`config.mk`:
```
export PLATFORM = sky130hd
export DESIGN_NAME = fir_adapter
export DESIGN_NICKNAME = d
export VERILOG_FILES = /design/src/dsp_pkg.sv /design/src/fir_adapter.sv
export SDC_FILE = /design/constraint.sdc
export NUM_CORES = 1
export LEC_CHECK = 0
export ABC_AREA = 1
export BUFFER_PORTS_ARGS = -buffer_cell sky130_fd_sc_hd__buf_2
export CAP_MARGIN = 20
export CELL_PAD_IN_SITES_DETAIL_PLACEMENT = 0
export CELL_PAD_IN_SITES_GLOBAL_PLACEMENT = 1
export CORE_AREA = 2 2 169 237
export CTS_CLUSTER_DIAMETER = 50
export CTS_CLUSTER_SIZE = 16
export DETAILED_ROUTE_END_ITERATION = 12
export DIE_AREA = 0 0 171 239
export HOLD_SLACK_MARGIN = 0.1
export PLACE_DENSITY = 0.73
export SLEW_MARGIN = 20
export SYNTH_ARGS = -nofsm -noshare
export SYNTH_HDL_FRONTEND = slang
export SYNTH_SLANG_ARGS = --single-unit
```
`constraint.sdc`:
```
create_clock -name clk -period 4.4 [get_ports clk]
set_clock_uncertainty 0.15 [all_clocks]
set_input_delay 0.44 -clock clk [delete_from_list [all_inputs] [get_ports clk]]
set_output_delay 0.44 -clock clk [all_outputs]
set_load 0.01 [all_outputs]
```
`src/dsp_pkg.sv`:
```
`default_nettype none

package dsp_pkg;

    // ##################################################
    // Widths

    localparam int channel_width    = 4;     // Interleaved channels per block
    localparam int ffe_length       = 4;     // Taps per channel
    localparam int code_precision   = 8;
    localparam int weight_precision = 8;
    localparam int est_precision    = 12;
    localparam int prod_precision   = code_precision + weight_precision;
    localparam int sum_precision    = prod_precision + $clog2(ffe_length);

    // ##################################################
    // Fixed constants

    localparam int ffe_shift    = 4;        // Arithmetic right shift before saturation
    localparam int target_level = 64;       // Ideal equalized magnitude

    localparam int est_max    = 2**(est_precision-1) - 1;
    localparam int est_min    = -(2**(est_precision-1));
    localparam int weight_max = 2**(weight_precision-1) - 1;
    localparam int weight_min = -(2**(weight_precision-1));

    // ##################################################
    // Types

    typedef logic signed [code_precision-1:0]   code_t;
    typedef logic signed [weight_precision-1:0] weight_t;
    typedef logic signed [est_precision-1:0]    est_t;
    typedef logic signed [prod_precision-1:0]   prod_t;
    typedef logic signed [sum_precision-1:0]    sum_t;
    typedef logic signed [est_precision:0]      err_t;    // One extra bit for the target offset

    typedef code_t [channel_width-1:0] adc_block_t;                        // One input beat
    typedef code_t [2*channel_width-1:0] window_t;                         // Previous block low
    typedef weight_t [ffe_length-1:0][channel_width-1:0] weight_set_t;     // Tap by channel
    typedef est_t [channel_width-1:0] est_block_t;

    typedef struct packed {
        est_block_t               est;
        logic [channel_width-1:0] bits;    // A sliced decision is 1 for an estimate of 0 or more
    } eq_out_t;

    // Only the cursor tap starts nonzero
    localparam weight_t init_tap0 = 16;

    localparam weight_set_t init_weights = {
        {(ffe_length-1)*channel_width{weight_t'(0)}},
        {channel_width{init_tap0}}
    };

endpackage

`default_nettype wire

```
`src/fir_adapter.sv`:
```
`default_nettype none

module fir_adapter
    import dsp_pkg::*;
(
    input  wire logic   clk,
    input  wire logic   reset_i,
    input  wire logic   advance_i,
    input  wire logic   adapt_en_i,
    input  wire logic   load_init_i,
    input  adc_block_t  codes_i,
    input  adc_block_t  hist_i,
    input  est_block_t  est_i,
    output weight_set_t weights_o
);

    window_t                  window;
    logic [channel_width-1:0] err_neg;
    logic [channel_width-1:0] err_zero;
    weight_set_t              weights_q;
    weight_set_t              weights_step;

    // Same sample window that the FFE used for these estimates
    assign window = {codes_i, hist_i};

    // ##################################################
    // Slicer error per channel

    for (genvar j = 0; j < channel_width; j++) begin : g_err
        err_t err;

        always_comb begin
            if (est_i[j] >= 0) begin
                err = err_t'(est_i[j]) - err_t'(target_level);
            end else begin
                err = err_t'(est_i[j]) + err_t'(target_level);
            end
        end

        assign err_neg[j]  = err[est_precision];
        assign err_zero[j] = (err == '0);
    end

    // ##################################################
    // Sign-sign LMS step

    always_comb begin
        weights_step = weights_q;
        for (int k = 0; k < ffe_length; k++) begin
            for (int j = 0; j < channel_width; j++) begin
                if (!err_zero[j]) begin
                    // Equal signs give a positive product, so step down
                    if (err_neg[j] == window[channel_width + j - k][code_precision-1]) begin
                        if (weights_q[k][j] != weight_t'(weight_min)) begin
                            weights_step[k][j] = weights_q[k][j] - weight_t'(1);
                        end
                    end else begin
                        if (weights_q[k][j] != weight_t'(weight_max)) begin
                            weights_step[k][j] = weights_q[k][j] + weight_t'(1);
                        end
                    end
                end
            end
        end
    end

    // ##################################################
    // Weight register file

    always_ff @(posedge clk) begin
        if (reset_i || load_init_i) begin
            weights_q <= init_weights;    // Load-init wins over adaptation
        end else if (advance_i && adapt_en_i) begin
            weights_q <= weights_step;
        end
    end

    assign weights_o = weights_q;

endmodule

`default_nettype wire

```
# == Yosys cells after proc, flatten, opt, wreduce, memory -nomap -nowiden ==
# Cells that the tools add are included.
# totals
ff_bits,128
latch_bits,0
ramBits,0
rom_bits,0
word_cells,218
n_memories,0
# op_classes
add_sub_neg,40
mul,0
div,0
order_cmp,4
eq_ne,64
shift,0
muxes,52
bitwise,4
n_reduce_logical,38
# ops
cell,n
two-way mux 8 bit,48
!= test 8 bit (second input constant),32
adder 8 x 2 -> 8 bit (second input constant),16
subtractor 8 x 2 -> 8 bit (second input constant),16
AND reduction 4 bit,16
adder 12 x 8 -> 13 bit (second input constant),4
zero test 13 bit,4
two-way mux 13 bit,4
subtractor 12 x 8 -> 13 bit (second input constant),4
greater-or-equal comparator 12 x 1 -> 1 bit (second input constant),4
!= test 2 x 1 -> 1 bit (second input constant),16
nonzero test 2 bit,16
equality test 1 bit,16
NOT 1 bit,4
logical AND 1 bit,1
logical OR 1 bit,1

# == Logic depth before layout (Yosys ltp) ==
# logic_depth
ltp_word,5
mapped_depth,28

# == Worst setup path before layout ==
# No wires, ideal clock.
# synth_timing
path_kind,input to register
start,in est_i[46] in the netlist's numbering
end,reg weights_q (netlist bit weights_o[127])
setup_time_ns,0.115
t_arrival_ns,3.273
t_required_ns,4.135
slack_ns,0.862
stages,25
path_buffers,0
path_cell_list,inv_1 -> ha_1 -> nand2_1 -> nor2_1 -> nand2_1 -> nand2_1 -> ha_1 -> inv_1 -> o21bai_1 -> nand2_1 -> nand2_1 -> nand2_1 -> nand2_4 -> nand2_2 -> nand2_1 -> nand2_1 -> ha_1 -> a21o_1 -> a31oi_1 -> o221ai_1 -> nand3b_1 -> nand2_1 -> inv_1 -> a21oi_1 -> nor2_1
# synth_via
elab_chain_cells,5
word_cells_on_any_way,11
cone_classes,2 x add/sub; 1 x order compare; 2 x eq/ne; 2 x mux; 1 x bitwise; 3 x reduce/logical
# synth_lines
item,line,source
from (decl),fir_adapter.sv:13,"input est_block_t est_i,"
adder 12 x 8 -> 13 bit (tied with other cells),fir_adapter.sv:36,err = err_t'(est_i[j]) + err_t'(target_level);
two-way mux 13 bit (*),fir_adapter.sv:33,if (est_i[j] >= 0) begin
zero test 13 bit / equality test 1 bit (equally long branches),"fir_adapter.sv:41, fir_adapter.sv:53",
NOT 1 bit (no source line) (tied with other cells),--,
AND reduction 4 bit (no source line),--,
to (signal assigned),fir_adapter.sv:72,weights_q <= init_weights;
to (signal assigned),fir_adapter.sv:74,weights_q <= weights_step;
to (decl),fir_adapter.sv:20,weight_set_t weights_q;
# Every way passes the cells marked *; elsewhere a longest branch is shown, timed or not.
# A chain may end at the register's enable or synchronous reset.

# == Worst setup path in the final report ==
# layout_timing
start,in est_i[47] in the netlist's numbering
end,reg weights_q (netlist bit weights_o[126])
# Same word-level chain as after synthesis.

==> metrics.md <==
| Metric | Value |
|---|---|
| Mapped Area | `0.0111 mm^2` |
| Fraction of layout cells with a size suffix above 1 | `15.6%` |
| Count of pins over their slew limit | `0` |
| Final setup margin | `0.701 ns` |
| GRT Overall Usage | `16.4%` |
| Hold_ws | `0.352 ns` |
| Crit path max fanout | `9` |
| Detailed-router iteration count before antenna repair | `5` |
| Inserted Diodes | `0` |
| Final wirelength | `33,400 um` |
| R2R Path End | `weights_o[70]` |
| Clk pin slew, worst setup/hold paths | `0.06 ns` |
| Seq cells post-synth | `128` |
| Clk pwr share | `41.1%` |
| Status | `finished, final reports clean` |
| Sequential share of power | `31.9%` |
| Switching share of power | `33.5%` |
| RD Place Congestion | `0.821` |
| Worst Reg2Reg Path Length in Cells | `9` |
| IO Pins | `245` |
| Via count | `11.3k` |
| Placed cells | `2,351` |
| Fin Setup TNS | `0 ns` |
| Setup repair bufs after CTS | `0` |
| Critical Path RT | `4.62 ns` |
| # hold bufs at CTS | `0` |
| Post-detailed-route count of antenna-violating nets | `0` |
| Largest net degree at the start of global routing | `46` |
| Most common cell after layout, fill and taps aside | `nand2_1` |
| Commonest cells after routing, fill and taps aside | `nand2_1 (397), a21oi_1 (209), inv_1 (201)` |
| First-pass GRT wire length | `53,300 um` |
| P_sw | `1.32 mW` |
| H-tree depth | `4` |
| Fin crit share | `84.1%` |
| CTS Sinks | `128` |
| Clock latency on the worst-skew pair | `0.45 ns` |
| Die ar. | `0.0409 mm^2` |
| Starting Density | `28.6%` |
| Crit Path Category | `input port to register` |
| Largest register FFs | `128` |
| Hold Violations, Final | `0` |
| Avg WL per Cell | `14.0 um` |
| Finished Core Util | `34.3%` |
| CTS root buffer | `clkbuf_16` |
| Power share of the combinational group | `27.0%` |
| Mapped Cells | `1,648` |
| CP endpoint kind | `register` |
| Max-Cap Viols | `0` |
| EDFF count, synth | `0` |
| FFs w/ async S/R, synth | `0%` |
| Startpoint Class | `input port` |
| Slew margin rel. | `42.3%` |
| Vias per Instance | `4.76` |
| Sequential fraction of the synthesis area | `23.0%` |
| Layout overhead on the synthesized area | `19.8%` |
| GRT overflow | `0` |
| Hold Crit Start | `weights_o[64]` |
| Resize count post-CTS | `0` |
| Slew @ Worst Pin | `0.866 ns` |
| PortBufs | `187` |
| Chip width | `171 um` |
| Synth Flop Type | `dfxtp_1` |
| Setup-failing EPs final | `0` |
| RSZ-0062 raised after global routing | `no` |
| DRC Markers | `0` |
| Hold WC Path Type | `register to register` |
| Worst vdd rail ir drop | `0.251 mV` |
| CP Data Arrival Time | `3.92 ns` |
| RR Startpoint | `weights_o[64]` |
| Pleak | `6.35 nW` |
| Syn nets | `1,894` |
| Setup slack at placement | `0.289 ns` |
| Syn_area_per_cell | `6.76 um^2` |
| Hold path depth | `1` |
| Peak Freq | `270 MHz` |
| CTS buffer count | `17` |
| CTS Buffer Depth | `2` |
| Crit path time final | `3.70 ns` |
| Worst Hold Endpoint | `weights_o[64]` |
| PD cells | `296 mW/mm^2` |
| Distinct cells, synth | `41` |
| DPL Wire Length | `25,900 um` |
| Int Pwr | `2.62 mW` |
| FF-to-FF setup slack | `2.20 ns` |
| Chip height | `239 um` |
| Initial antenna violation count | `0` |
| DR iter-0 viols | `481` |
| Row cnt | `86` |
| Core footprint | `0.0390 mm^2` |
| Layout Cells excl Fill | `2,383` |
| Vias in the first global route | `10.6k` |
| Final #Nets | `2,088` |
| Synth warn | `0` |
| CTS tree | `yes` |
## stage by stage
stage	total power, mW	instance area (um^2)
2_1_floorplan	2.07	11100
3_3_place_gp	2.33	12700
3_5_place_dp	2.36	12700
4_1_cts	4.00	13300
5_1_grt	4.20	13300
6_report	3.94	13300
## cells by family after synthesis
kind of cell | synth area share [%]
and+or+nand+nor | 33.5
AOI/OAI and AO/OA | 13.7
DFF | 23.0
buffers and inverters | 7.86
adders and majority gates | 15.6
xor gates and xnor gates | 6.29
## worst max-delay path: stages
cell      delay, ns
buf_2          0.11
inv_2          0.06
ha_1           0.17
nand2_1        0.07
nor2_1         0.05
nand2_1        0.08
nand2_1        0.09
ha_1           0.28
inv_1          0.05
o21bai_1       0.17
nand2_1        0.08
nand2_1        0.06
nand2_1        0.08
nand2_4        0.12
nand2_2        0.10
nand2_1        0.13
nand2_1        0.15
buf_4          0.19
ha_1           0.35
a21oi_1        0.15
inv_1          0.05
a31oi_1        0.26
o21ai_0        0.13
a21oi_1        0.18
xnor2_1        0.14
nand2_1        0.07
a21oi_1        0.12
## synthesized netlist by cell type (4+ instances only)
master	number	area share (%)
nand2_1	397	13
dfxtp_1	128	23
ha_1	113	13
nor2_2	7	0.39
nand3_2	16	1.4
xnor2_1	29	2.3
inv_2	8	0.27
nor2_4	11	1.1
a21oi_1	209	9.4
nand3_1	146	6.6
o21bai_1	5	0.34
nand3b_1	29	2.0
clkbuf_1	10	0.34
nor4_1	36	2.0
xor2_1	51	4.0
o211ai_1	11	0.74
nand4_1	28	1.6
nand2_2	16	0.90
inv_1	202	6.8
fa_1	16	2.9
a31oi_1	4	0.22
nor2_1	94	3.2
o21ai_0	53	2.4
## power by group through the flow
stage                     sequential, mW  combinational (mW)  clock, mW
final                               1.26                1.07       1.62
after global placement              1.28                1.05          0
after floorplan                     1.29               0.788          0
after detailed placement            1.28                1.07          0
after CTS                           1.26                1.08       1.67
after global routing                1.27                1.22       1.72
## layout make-up
cell class,count,area (um^2)
clock inverters,13,210
well taps,528,661
flip-flops and latches,128,2560
multi-input cells,1293,7700
fillers,4276,25600
repair buffers,191,966
clock buffers,19,443
inverters,211,797
## metal layers
metal	track usage (%)	routed length, um	up-vias
met5	0	0	-
met4	5.80	803	0
met3	3.05	1300	37
met2	30.5	17200	190
met1	18.4	14000	5186
li1	-	-	5930
## worst max path at each step
stage | from | endpoint
after floorplan | est_i[46] | weights_o[127]
after global placement | est_i[35] | weights_o[54]
after detailed placement | est_i[35] | weights_o[118]
after CTS | est_i[35] | weights_o[118]
after global routing | est_i[35] | weights_o[54]
final | est_i[47] | weights_o[126]
Note: power is estimated with default switching activity, not from simulation.
